$ cat config.mk
export PLATFORM = sky130hd
export DESIGN_NAME = ldu_dq_wrapper
export DESIGN_NICKNAME = d
export VERILOG_FILES = /design/src/hdl/ldu_pkg.sv /design/src/hdl/ldu_dq.sv /design/src/hdl/ldu_dq_accept.sv /design/src/hdl/ldu_dq_launch.sv /design/src/hdl/ldu_dq_wrapper.sv
export SDC_FILE = /design/constraint.sdc
export NUM_CORES = 1
export LEC_CHECK = 0
export BUFFER_PORTS_ARGS = -buffer_cell sky130_fd_sc_hd__buf_2
export CAP_MARGIN = 5
export CORE_MARGIN = 2
export CORE_UTILIZATION = 35
export DETAILED_ROUTE_END_ITERATION = 8
export GPL_ROUTABILITY_DRIVEN = 0
export PLACE_DENSITY = 0.63
export SYNTH_ARGS = -nofsm -noshare
export SYNTH_HDL_FRONTEND = slang
export SYNTH_SLANG_ARGS = --single-unit
$ cat constraint.sdc
create_clock -name CLK -period 4.7 [get_ports CLK]
set_input_delay 0.235 -clock CLK [delete_from_list [all_inputs] [get_ports CLK]]
set_output_delay 0.235 -clock CLK [all_outputs]
set_load 0.01 [all_outputs]
$ cat src/hdl/ldu_pkg.sv
package ldu_pkg;

	// --------------------------------------------------
	// core sizes

	localparam int dispatch_ways = 4;

	localparam int log_pr_count = 6;
	localparam int prf_bank_count = 4;
	localparam int log_prf_bank_count = 2;
	localparam int upper_pr_width = log_pr_count - log_prf_bank_count;

	localparam int log_rob_entries = 7;
	localparam int log_ldu_cq_entries = 4;
	localparam int mdpt_info_width = 8;

	// --------------------------------------------------
	// dispatch queue sizes

	localparam int ldu_dq_entries = 4;
	localparam int log_ldu_dq_entries = 2;

	// occupancy and free counts need one bit more than the pointers
	localparam int dq_count_width = log_ldu_dq_entries + 1;
	// count of attempting ways, 0 to dispatch_ways
	localparam int way_count_width = 3;

	// --------------------------------------------------
	// payloads

	typedef struct packed {
		logic [3:0] op;
		logic [11:0] imm12;
		logic [mdpt_info_width-1:0] mdp_info;
		logic [log_pr_count-1:0] a_pr;
		logic a_ready;
		logic a_is_zero;
		logic [log_pr_count-1:0] dest_pr;
		logic [log_rob_entries-1:0] rob_index;
	} dispatch_op_t;

	typedef struct packed {
		logic valid;
		logic [upper_pr_width-1:0] upper_pr;
	} wb_bus_t;

	typedef struct packed {
		logic [mdpt_info_width-1:0] mdp_info;
		logic [log_pr_count-1:0] dest_pr;
		logic [log_rob_entries-1:0] rob_index;
	} cq_enq_t;

	typedef struct packed {
		logic [3:0] op;
		logic [11:0] imm12;
		logic [log_pr_count-1:0] a_pr;
		logic a_ready;
		logic a_is_zero;
		logic [log_ldu_cq_entries-1:0] cq_index;
	} iq_enq_t;

	// bank picked by the low bits of the register, match on the rest
	function automatic logic wb_match(
		input logic [log_pr_count-1:0] pr,
		input wb_bus_t [prf_bank_count-1:0] wb_bus_by_bank
	);
		wb_bus_t bus;
		bus = wb_bus_by_bank[pr[log_prf_bank_count-1:0]];
		return bus.valid && (bus.upper_pr == pr[log_pr_count-1:log_prf_bank_count]);
	endfunction

endpackage

$ cat src/hdl/ldu_dq.sv
`timescale 1ns/1ns

module ldu_dq import ldu_pkg::*; (
	input logic CLK,
	input logic nRST,

	// dispatch
	input logic [dispatch_ways-1:0] dispatch_attempt_by_way,
	input logic [dispatch_ways-1:0] dispatch_valid_by_way,
	input dispatch_op_t [dispatch_ways-1:0] dispatch_op_by_way,
	output logic [dispatch_ways-1:0] dispatch_ack_by_way,

	// writeback
	input wb_bus_t [prf_bank_count-1:0] wb_bus_by_bank,

	// central queue
	output logic ldu_cq_enq_valid,
	output cq_enq_t ldu_cq_enq,
	input logic ldu_cq_enq_ready,
	input logic [log_ldu_cq_entries-1:0] ldu_cq_enq_index,

	// issue queue
	output logic ldu_iq_enq_valid,
	output iq_enq_t ldu_iq_enq,
	input logic ldu_iq_enq_ready,

	// restart from ROB
	input logic rob_restart_valid
);

	dispatch_op_t entry_q [ldu_dq_entries];
	dispatch_op_t entry_d [ldu_dq_entries];

	logic [log_ldu_dq_entries-1:0] head_ptr;
	logic [log_ldu_dq_entries-1:0] tail_ptr;
	logic [log_ldu_dq_entries-1:0] write_index;

	logic [dq_count_width-1:0] entry_count;
	logic [dq_count_width-1:0] free_count;

	logic [dispatch_ways-1:0] write_by_way;
	logic [dispatch_ways-1:0][log_ldu_dq_entries-1:0] write_offset_by_way;
	logic [dq_count_width-1:0] write_count;

	logic head_valid;
	logic pop;

	assign free_count = dq_count_width'(ldu_dq_entries) - entry_count;
	assign head_valid = (entry_count != '0);

	// --------------------------------------------------
	// dispatch acceptance

	ldu_dq_accept u_ldu_dq_accept (
		.dispatch_attempt_by_way(dispatch_attempt_by_way),
		.dispatch_valid_by_way(dispatch_valid_by_way),
		.free_count(free_count),
		.rob_restart_valid(rob_restart_valid),
		.dispatch_ack_by_way(dispatch_ack_by_way),
		.write_by_way(write_by_way),
		.write_offset_by_way(write_offset_by_way),
		.write_count(write_count)
	);

	// --------------------------------------------------
	// storage update: wakeup, then new ops at the tail

	always_comb begin
		write_index = tail_ptr;
		for (int i = 0; i < ldu_dq_entries; i++) begin
			entry_d[i] = entry_q[i];
			if (wb_match(entry_q[i].a_pr, wb_bus_by_bank))
				entry_d[i].a_ready = 1'b1;
		end
		// written slots never hold a live entry, ack already checked space
		for (int w = 0; w < dispatch_ways; w++) begin
			if (write_by_way[w]) begin
				write_index = tail_ptr + write_offset_by_way[w];
				entry_d[write_index] = dispatch_op_by_way[w];
				if (wb_match(dispatch_op_by_way[w].a_pr, wb_bus_by_bank))
					entry_d[write_index].a_ready = 1'b1;
			end
		end
	end

	always_ff @(posedge CLK, negedge nRST) begin
		if (~nRST) begin
			for (int i = 0; i < ldu_dq_entries; i++)
				entry_q[i] <= '0;
		end
		else begin
			entry_q <= entry_d;
		end
	end

	// --------------------------------------------------
	// pointers and occupancy

	always_ff @(posedge CLK, negedge nRST) begin
		if (~nRST) begin
			head_ptr <= '0;
			tail_ptr <= '0;
			entry_count <= '0;
		end
		else if (rob_restart_valid) begin
			// flush, stale entries are simply abandoned
			head_ptr <= '0;
			tail_ptr <= '0;
			entry_count <= '0;
		end
		else begin
			head_ptr <= head_ptr + {{(log_ldu_dq_entries-1){1'b0}}, pop};
			tail_ptr <= tail_ptr + write_count[log_ldu_dq_entries-1:0];
			entry_count <= entry_count + write_count
				- {{(dq_count_width-1){1'b0}}, pop};
		end
	end

	// --------------------------------------------------
	// launch of the oldest op

	ldu_dq_launch u_ldu_dq_launch (
		.head_entry(entry_q[head_ptr]),
		.head_valid(head_valid),
		.wb_bus_by_bank(wb_bus_by_bank),
		.ldu_cq_enq_ready(ldu_cq_enq_ready),
		.ldu_iq_enq_ready(ldu_iq_enq_ready),
		.ldu_cq_enq_index(ldu_cq_enq_index),
		.rob_restart_valid(rob_restart_valid),
		.ldu_cq_enq_valid(ldu_cq_enq_valid),
		.ldu_cq_enq(ldu_cq_enq),
		.ldu_iq_enq_valid(ldu_iq_enq_valid),
		.ldu_iq_enq(ldu_iq_enq),
		.pop(pop)
	);

endmodule

$ cat src/hdl/ldu_dq_accept.sv
`timescale 1ns/1ns

module ldu_dq_accept import ldu_pkg::*; (
	input logic [dispatch_ways-1:0] dispatch_attempt_by_way,
	input logic [dispatch_ways-1:0] dispatch_valid_by_way,

	input logic [dq_count_width-1:0] free_count,
	input logic rob_restart_valid,

	output logic [dispatch_ways-1:0] dispatch_ack_by_way,
	output logic [dispatch_ways-1:0] write_by_way,
	output logic [dispatch_ways-1:0][log_ldu_dq_entries-1:0] write_offset_by_way,
	output logic [dq_count_width-1:0] write_count
);

	logic [way_count_width-1:0] attempt_count;
	logic accept_all;
	logic [dq_count_width-1:0] written_count;

	// --------------------------------------------------
	// ack: all attempting ways or none

	always_comb begin
		attempt_count = '0;
		for (int w = 0; w < dispatch_ways; w++) begin
			attempt_count = attempt_count
				+ {{(way_count_width-1){1'b0}}, dispatch_attempt_by_way[w]};
		end
	end

	assign accept_all = (attempt_count <= free_count) && ~rob_restart_valid;

	assign dispatch_ack_by_way = accept_all ? dispatch_attempt_by_way : '0;

	// --------------------------------------------------
	// writes: acked and valid ways, packed from the tail

	always_comb begin
		written_count = '0;
		for (int w = 0; w < dispatch_ways; w++) begin
			write_by_way[w] = dispatch_ack_by_way[w] & dispatch_valid_by_way[w];
			// rank among the lower written ways
			write_offset_by_way[w] = written_count[log_ldu_dq_entries-1:0];
			written_count = written_count + {{(dq_count_width-1){1'b0}}, write_by_way[w]};
		end
	end

	assign write_count = written_count;

endmodule

$ cat src/hdl/ldu_dq_launch.sv
`timescale 1ns/1ns

module ldu_dq_launch import ldu_pkg::*; (
	input dispatch_op_t head_entry,
	input logic head_valid,

	input wb_bus_t [prf_bank_count-1:0] wb_bus_by_bank,

	input logic ldu_cq_enq_ready,
	input logic ldu_iq_enq_ready,
	input logic [log_ldu_cq_entries-1:0] ldu_cq_enq_index,

	input logic rob_restart_valid,

	output logic ldu_cq_enq_valid,
	output cq_enq_t ldu_cq_enq,

	output logic ldu_iq_enq_valid,
	output iq_enq_t ldu_iq_enq,

	output logic pop
);

	logic launch;

	// both queues must take the op in the same cycle
	assign launch = head_valid & ldu_cq_enq_ready & ldu_iq_enq_ready & ~rob_restart_valid;

	assign ldu_cq_enq_valid = launch;
	assign ldu_iq_enq_valid = launch;
	assign pop = launch;

	// --------------------------------------------------
	// split head entry into the two payloads

	always_comb begin
		ldu_cq_enq = '0;
		ldu_iq_enq = '0;
		if (launch) begin
			ldu_cq_enq.mdp_info = head_entry.mdp_info;
			ldu_cq_enq.dest_pr = head_entry.dest_pr;
			ldu_cq_enq.rob_index = head_entry.rob_index;

			ldu_iq_enq.op = head_entry.op;
			ldu_iq_enq.imm12 = head_entry.imm12;
			ldu_iq_enq.a_pr = head_entry.a_pr;
			// writeback landing this cycle still counts
			ldu_iq_enq.a_ready = head_entry.a_ready
				| wb_match(head_entry.a_pr, wb_bus_by_bank);
			ldu_iq_enq.a_is_zero = head_entry.a_is_zero;
			// slot the central queue hands out this cycle
			ldu_iq_enq.cq_index = ldu_cq_enq_index;
		end
	end

endmodule

$ cat src/hdl/ldu_dq_wrapper.sv
`timescale 1ns/1ns

module ldu_dq_wrapper import ldu_pkg::*; (
	input logic CLK,
	input logic nRST,

	// dispatch
	input logic [dispatch_ways-1:0] next_dispatch_attempt_by_way,
	input logic [dispatch_ways-1:0] next_dispatch_valid_by_way,
	input dispatch_op_t [dispatch_ways-1:0] next_dispatch_op_by_way,
	output logic [dispatch_ways-1:0] last_dispatch_ack_by_way,

	// writeback
	input wb_bus_t [prf_bank_count-1:0] next_wb_bus_by_bank,

	// central queue
	output logic last_ldu_cq_enq_valid,
	output cq_enq_t last_ldu_cq_enq,
	input logic next_ldu_cq_enq_ready,
	input logic [log_ldu_cq_entries-1:0] next_ldu_cq_enq_index,

	// issue queue
	output logic last_ldu_iq_enq_valid,
	output iq_enq_t last_ldu_iq_enq,
	input logic next_ldu_iq_enq_ready,

	// restart from ROB
	input logic next_rob_restart_valid
);

	logic [dispatch_ways-1:0] dispatch_attempt_by_way;
	logic [dispatch_ways-1:0] dispatch_valid_by_way;
	dispatch_op_t [dispatch_ways-1:0] dispatch_op_by_way;
	logic [dispatch_ways-1:0] dispatch_ack_by_way;

	wb_bus_t [prf_bank_count-1:0] wb_bus_by_bank;

	logic ldu_cq_enq_valid;
	cq_enq_t ldu_cq_enq;
	logic ldu_cq_enq_ready;
	logic [log_ldu_cq_entries-1:0] ldu_cq_enq_index;

	logic ldu_iq_enq_valid;
	iq_enq_t ldu_iq_enq;
	logic ldu_iq_enq_ready;

	logic rob_restart_valid;

	ldu_dq u_ldu_dq (
		.CLK(CLK),
		.nRST(nRST),
		.dispatch_attempt_by_way(dispatch_attempt_by_way),
		.dispatch_valid_by_way(dispatch_valid_by_way),
		.dispatch_op_by_way(dispatch_op_by_way),
		.dispatch_ack_by_way(dispatch_ack_by_way),
		.wb_bus_by_bank(wb_bus_by_bank),
		.ldu_cq_enq_valid(ldu_cq_enq_valid),
		.ldu_cq_enq(ldu_cq_enq),
		.ldu_cq_enq_ready(ldu_cq_enq_ready),
		.ldu_cq_enq_index(ldu_cq_enq_index),
		.ldu_iq_enq_valid(ldu_iq_enq_valid),
		.ldu_iq_enq(ldu_iq_enq),
		.ldu_iq_enq_ready(ldu_iq_enq_ready),
		.rob_restart_valid(rob_restart_valid)
	);

	// --------------------------------------------------
	// boundary registers, one stage each way

	always_ff @(posedge CLK, negedge nRST) begin
		if (~nRST) begin
			dispatch_attempt_by_way <= '0;
			dispatch_valid_by_way <= '0;
			dispatch_op_by_way <= '0;
			wb_bus_by_bank <= '0;
			ldu_cq_enq_ready <= 1'b0;
			ldu_cq_enq_index <= '0;
			ldu_iq_enq_ready <= 1'b0;
			rob_restart_valid <= 1'b0;

			last_dispatch_ack_by_way <= '0;
			last_ldu_cq_enq_valid <= 1'b0;
			last_ldu_cq_enq <= '0;
			last_ldu_iq_enq_valid <= 1'b0;
			last_ldu_iq_enq <= '0;
		end
		else begin
			// inputs
			dispatch_attempt_by_way <= next_dispatch_attempt_by_way;
			dispatch_valid_by_way <= next_dispatch_valid_by_way;
			dispatch_op_by_way <= next_dispatch_op_by_way;
			wb_bus_by_bank <= next_wb_bus_by_bank;
			ldu_cq_enq_ready <= next_ldu_cq_enq_ready;
			ldu_cq_enq_index <= next_ldu_cq_enq_index;
			ldu_iq_enq_ready <= next_ldu_iq_enq_ready;
			rob_restart_valid <= next_rob_restart_valid;

			// outputs
			last_dispatch_ack_by_way <= dispatch_ack_by_way;
			last_ldu_cq_enq_valid <= ldu_cq_enq_valid;
			last_ldu_cq_enq <= ldu_cq_enq;
			last_ldu_iq_enq_valid <= ldu_iq_enq_valid;
			last_ldu_iq_enq <= ldu_iq_enq;
		end
	end

endmodule

# Word-level counts from Yosys, hierarchy flattened
# Cells that the tools add are included.
dict set report op_classes {
  n_addsub 14
  order_cmp 19
  n_eq_ne 9
  muxes 63
  n_bitwise 14
  reduce_logical 15
}
# operator count
set ops {}
lappend ops {{bitwise mux 180 bit} 8}
lappend ops {{two-way mux 180 bit} 8}
lappend ops {{demux 45 bit (select 2 bit)} 8}
lappend ops {{two-way mux 45 bit} 6}
lappend ops {{binary-select mux 45 bit (select 2 bit)} 1}
lappend ops {{binary-select mux 5 bit (select 2 bit)} 9}
lappend ops {{two-way mux 15 bit} 4}
lappend ops {{two-way mux 5 bit} 9}
lappend ops {{equality test 4 bit} 9}
lappend ops {{two-way mux 28 bit} 1}
lappend ops {{less-than comparator 2 x 3 -> 1 bit, second input constant} 9}
lappend ops {{two-way mux 21 bit} 1}
lappend ops {{>= comparator 3 bit, second input constant} 5}
lappend ops {{inverter 2 -> 3 bit} 5}
lappend ops {{logical AND 1 bit} 14}
lappend ops {{less-than comparator 3 x 1 -> 1 bit, second input constant} 4}
lappend ops {{AND 1 bit} 7}
lappend ops {{adder 2 x 1 -> 3 bit} 2}
lappend ops {{adder 2 bit} 3}
lappend ops {{adder 3 x 1 -> 3 bit} 2}
lappend ops {{adder 1 x 1 -> 2 bit} 2}
lappend ops {{adder 2 x 1 -> 2 bit} 2}
lappend ops {{two-way mux 1 bit} 4}
lappend ops {{two-way mux 2 bit} 2}
lappend ops {{other kinds (9)} 9}
dict set report totals {
  ff_bits 456
  in_bits 217
  out_inout_bits 55
  wordCells 226
}

# Logic depth before layout (Yosys ltp)
dict set report depth {
  depth_word 25
  mapped_depth 20
  mapped_depth_nobuf 20
}

# Cells and area by module
# A second synthesis with hierarchy kept.
dict set report unflattened {
  hier_cells 2113
  area_unflattened_um2 22739.3
}
# module instances cells_per_inst area_per_inst_um2 seq_area_each_um2
set by_module_without_submodules {}
lappend by_module_without_submodules {ldu_dq 1 1720 15041.9 4679.5}
lappend by_module_without_submodules {ldu_dq_wrapper 1 270 6756.5 6756.5}
lappend by_module_without_submodules {ldu_dq_launch 1 76 568.0 0.0}
lappend by_module_without_submodules {ldu_dq_accept 1 47 372.9 0.0}

# Least setup slack after synthesis
# No wires, ideal clock.
dict set report synth_path {
  kind {register to register}
  startpoint {register dispatch_attempt_by_way[0]}
  endpoint {register u_ldu_dq.entry_count[2]}
  setup_time_ps 132
  arrival_ps 4815
  setup_slack_ps -247
  stages_incl_launch_ff 20
  n_path_buf 0
  synth_period_minus_slack_ps 4947
  cell_sequence {dfrtp_1 fa_1 ha_1 ha_1 ha_1 a211oi_4 nor2_4 nor3_1 inv_1 fa_1 inv_1 ha_1 fa_1 inv_1 ha_1 inv_1 fa_1 xnor2_1 xnor2_1 nor2_1}
}
dict set report synth_between {
  elab_chain_cells 13
}
# element line_no
set synth_lines {}
lappend synth_lines {{start: declaration} ldu_dq_wrapper.sv:31} ;# logic [dispatch_ways-1:0] dispatch_attempt_by_way;
lappend synth_lines {{start signal: assignment} ldu_dq_wrapper.sv:89} ;# dispatch_attempt_by_way <= next_dispatch_attempt_by_way;
lappend synth_lines {{adder 1 x 1 -> 2 bit} ldu_dq_accept.sv:27} ;# + {{(way_count_width-1){1'b0}}, dispatch_attempt_by_way[w]};
lappend synth_lines {{adder 2 x 1 -> 3 bit} ldu_dq_accept.sv:27}
lappend synth_lines {{adder 3 x 1 -> 3 bit} ldu_dq_accept.sv:27}
lappend synth_lines {{less-or-equal comparator 3 bit} ldu_dq_accept.sv:31} ;# assign accept_all = (attempt_count <= free_count) && ~rob_restart_valid;
lappend synth_lines {{logical AND 1 bit} ldu_dq_accept.sv:31}
lappend synth_lines {{two-way mux 4 bit (*)} ldu_dq_accept.sv:33} ;# assign dispatch_ack_by_way = accept_all ? dispatch_attempt_by_way : '0;
lappend synth_lines {{AND 1 bit} ldu_dq_accept.sv:41} ;# write_by_way[w] = dispatch_ack_by_way[w] & dispatch_valid_by_way[w];
lappend synth_lines {{adder 1 x 1 -> 2 bit} ldu_dq_accept.sv:44} ;# written_count = written_count + {{(dq_count_width-1){1'b0}}, write_by_way[w]};
lappend synth_lines {{adder 2 x 1 -> 3 bit} ldu_dq_accept.sv:44}
lappend synth_lines {{adder 3 x 1 -> 3 bit (*)} ldu_dq_accept.sv:44}
lappend synth_lines {{adder 3 bit (*)} ldu_dq.sv:114} ;# entry_count <= entry_count + write_count
lappend synth_lines {{subtractor 3 x 1 -> 3 bit (*)} ldu_dq.sv:115} ;# - {{(dq_count_width-1){1'b0}}, pop};
lappend synth_lines {{two-way mux 3 bit (*)} ldu_dq.sv:105} ;# else if (rob_restart_valid) begin
lappend synth_lines {{end signal: assignment} ldu_dq.sv:114}
lappend synth_lines {{end: declaration} ldu_dq.sv:38} ;# logic [dq_count_width-1:0] entry_count;
# Every way passes the cells marked *; elsewhere a longest branch is shown, timed or not.

# Worst setup path in the final report
dict set report layout_path {
  startpoint {register dispatch_attempt_by_way[3]}
  endpoint {register u_ldu_dq.entry_count[2]}
}
dict set report layout_between {
  elab_chain_cells 11
}
# element line_no
set layout_lines {}
lappend layout_lines {{adder 3 x 1 -> 3 bit} ldu_dq_accept.sv:27}
lappend layout_lines {{less-or-equal comparator 3 bit} ldu_dq_accept.sv:31}
lappend layout_lines {{logical AND 1 bit} ldu_dq_accept.sv:31}
lappend layout_lines {{two-way mux 4 bit (*)} ldu_dq_accept.sv:33}
lappend layout_lines {{AND 1 bit} ldu_dq_accept.sv:41}
lappend layout_lines {{adder 1 x 1 -> 2 bit} ldu_dq_accept.sv:44}
lappend layout_lines {{adder 2 x 1 -> 3 bit} ldu_dq_accept.sv:44}
lappend layout_lines {{adder 3 x 1 -> 3 bit (*)} ldu_dq_accept.sv:44}
lappend layout_lines {{adder 3 bit (*)} ldu_dq.sv:114}
lappend layout_lines {{subtractor 3 x 1 -> 3 bit (*)} ldu_dq.sv:115}
lappend layout_lines {{two-way mux 3 bit (*)} ldu_dq.sv:105}
# Marked as above.

==> flow_summary.toml <==
[run_status]
status = "finished, final reports clean"

[synthesis]
syn-cell-area_sq_um = 22500
synthFlopType = "dfrtp_1"
synth_edf_count = 0
syn_inst = 2097
synthDistinctLibCells = 69
synth_warnings = 0
ys_seq_area_frac = 0.508
netlist.area_leader.share = 0.508
ys_ff_latch = 456
synthTopCellsByArea = "dfrtp_1 51%, a21oi_1 9.9%, mux2i_1 9.0%"
syn_nets = 2336
synth_area_leader_cell = "dfrtp_1"
synth_area_per_cell_sq_um = 10.7
async_flop_share = 1.00

[power]
ir_drop_v = 0.000275
power_density_nw_per_um2 = 529
p_leak_nw = 12.6

[floorplan]
start_util = 0.355
rows = 92
num_io_pins = 272
dieArea_sq_um = 66300
fp.dieH_um = 257
core_area_sq_um = 63300
die_x_um = 257

[clock_network]
clk_latency_ns = 0.63
clock-root-buffer = "clkbuf_16"
cts_tree = "yes"
clk_pin_slew_ns = 0.06
cts-htree-levels = 2
cts_buffer_depth = 3
cts_made_buffers = 52
clock_sinks = 456

[route]
ant_nets = 0
drt_iter0_drc = 2058
routed_via_density = 5.55
wl_per_cell_um = 22.6
dr.pass1.iters = 6
vias = 18900
wl_um = 76900
drc = 0

[critical_path]
critPathKind = "flop to flop"
reg2reg_slack_ns = 0.08
crit_start = "dispatch_attempt_by_way[3]"
end_kind = "flop"
reg2reg_depth = 19
crit_arrival_ns = 5.09
cp.required_ns = 5.18
reg2reg_to = "u_ldu_dq.entry_count[2]"
crit_path_max_fanout = 4
start_kind = "flop"
rr_startpoint = "dispatch_attempt_by_way[3]"

[layout]
final_util = 0.457
drive_gt1_frac = 0.208
layout_common_cells = "454 x dfrtp_1, 445 x a21oi_1, 273 x nor2_1"
area_growth_pct = 28.9
fin_nets = 2762
instances_no_fill = 3410
mostFrequentLayoutCell = "dfrtp_1"

[place]
dp.cells = 3099
port_buffers = 271
dp_hpwl_um = 46500

[sta]
worstMarginPinSlew_ns = 1.01
hold_ws_ns = 0.241
clock_skew_ns = 0.0644
layout_min_cycle_time_ns = 4.62
rsz0062_at_grt = "yes"
max_freq_mhz = 217
slew-limit-headroom = 0.326
finalHoldViolations = 0
finalSetupViolations = 0
fin_crit_sh = 0.982
finalMaxSlewViolations = 0

[global_routing]
grt_pass1_vias = 19500
grt_max_degree = 133
grt_usage = 0.229
antenna_found_initial = 3
grt_pass1_wl_um = 117000
gr-total-overflow = 0

[worst_hold_path]
holdPathStages = 2
min_to = "dispatch_op_by_way[36]"
hold_start = "next_dispatch_op_by_way[36]"
hp-class = "primary input to flop"

[job]
drv_cap = 0
## per-stage QoR
step | TNS, ns | cell area (sq um) | setup slack (ns) | power [W]
after floorplan | 0 | 22500 | 0.0392 | 0.00929
after global placement | 0 | 24900 | 0.0114 | 0.0105
after detailed placement | -0.0218 | 24900 | -0.0218 | 0.0108
after CTS | 0 | 28900 | 0.0188 | 0.0153
after global routing | -0.102 | 29000 | -0.102 | 0.0162
final | 0 | 29000 | 0.0838 | 0.0153
## how the worst max path moves through the flow
stage                                          to  slack, ns
final                     u_ldu_dq.entry_count[2]       0.08
after global routing      u_ldu_dq.entry_count[2]      -0.10
after CTS                 u_ldu_dq.entry_count[2]       0.02
after detailed placement  u_ldu_dq.entry_count[2]      -0.02
after global placement    u_ldu_dq.entry_count[2]       0.01
after floorplan           u_ldu_dq.entry_count[2]       0.04
## sequential cells by signal, summed over array words and instances, names as in the netlist
register and flops:
dispatch_attempt_by_way 4, u_ldu_dq.entry_count 3, last_dispatch_ack_by_way 4, dispatch_valid_by_way 4, ldu_cq_enq_index 4, last_ldu_cq_enq 21, last_ldu_iq_enq_valid 1, dispatch_op_by_way 180
last_ldu_iq_enq 28, u_ldu_dq.head_ptr 2, rob_restart_valid 1, wb_bus_by_bank 20, u_ldu_dq.tail_ptr 2, ldu_iq_enq_ready 1, u_ldu_dq.entry_q 180, ldu_cq_enq_ready 1
## layer usage
metal,track usage,routed length [um],vias to the layer above
li1,-,-,8385
met1,0.304,31400,9333
met2,0.373,36800,1022
met3,0.0326,5850,188
met4,0.0994,2920,2
met5,0,13,-
## cells in the mapped netlist, drive strengths merged (3+ instances only)
cell type,n
nor2,278
mux4,70
mux2,6
nor4,3
nor3b,8
nor3,11
ha,18
xnor2,34
o211ai,11
nor2b,9
xor2,13
o31a,5
nor4b,3
a21oi,445
buf,56
o31ai,3
mux2i,201
fa,4
o21ai,94
and2,52
inv,28
clkbuf,123
dfrtp,456
a211oi,94
a311oi,4
nand2b,3
nand3,10
o21a,4
a31oi,3
nand2,18
## kinds of logic (layout without fill, tap and decap cells)
kind of cell               after synthesis  in the layout  synth area share
AOI/OAI and AO/OA                      682            682             0.172
DFF                                    456            456             0.508
and+or+nand+nor                        405            405            0.0817
buffers and inverters                  208            673            0.0434
other                                    0              2                 0
xor gates and xnor gates                47             47            0.0187
muxes                                  277            277             0.163
adders and majority gates               22             22            0.0136
## layout make-up
cell class / instances / area [sq um]
fill: 5738 / 34300
clock inverter: 25 / 402
multi-input combinational: 1433 / 10200
antenna: 2 / 5.00
sequential: 456 / 11400
tap: 846 / 1060
timing repair buffer: 552 / 4280
clock buffer: 68 / 1450
inverter: 28 / 108
## worst max-delay path, cell delays in order (launching register included)
cell and delay (ns):
dfrtp_1 0.40, fa_1 0.48, ha_2 0.21, ha_4 0.27
ha_4 0.20, a211oi_4 0.26, nor2_4 0.08, nor3_4 0.13
inv_1 0.08, fa_1 0.55, inv_1 0.06, ha_2 0.19
fa_1 0.53, inv_1 0.06, ha_1 0.26, inv_1 0.05
fa_2 0.33, xnor2_1 0.18, xnor2_1 0.14, nor2_1 0.06
## power by group
part / switching [W] / total [W] / internal [W]
Combinational: 0.00265 / 0.00527 / 0.00262
Sequential: 0.000802 / 0.00569 / 0.00489
Clock: 0.00172 / 0.00435 / 0.00263
## what timing repair did
action                                  4_1_cts  5_1_grt
hold endpoints to repair                    322        0
endpoints found under the setup margin        0        2
setup buffers                                 0        0
hold buffers                                216        0
resized for setup                             0        2
Note: power is estimated with default switching activity, not from simulation.
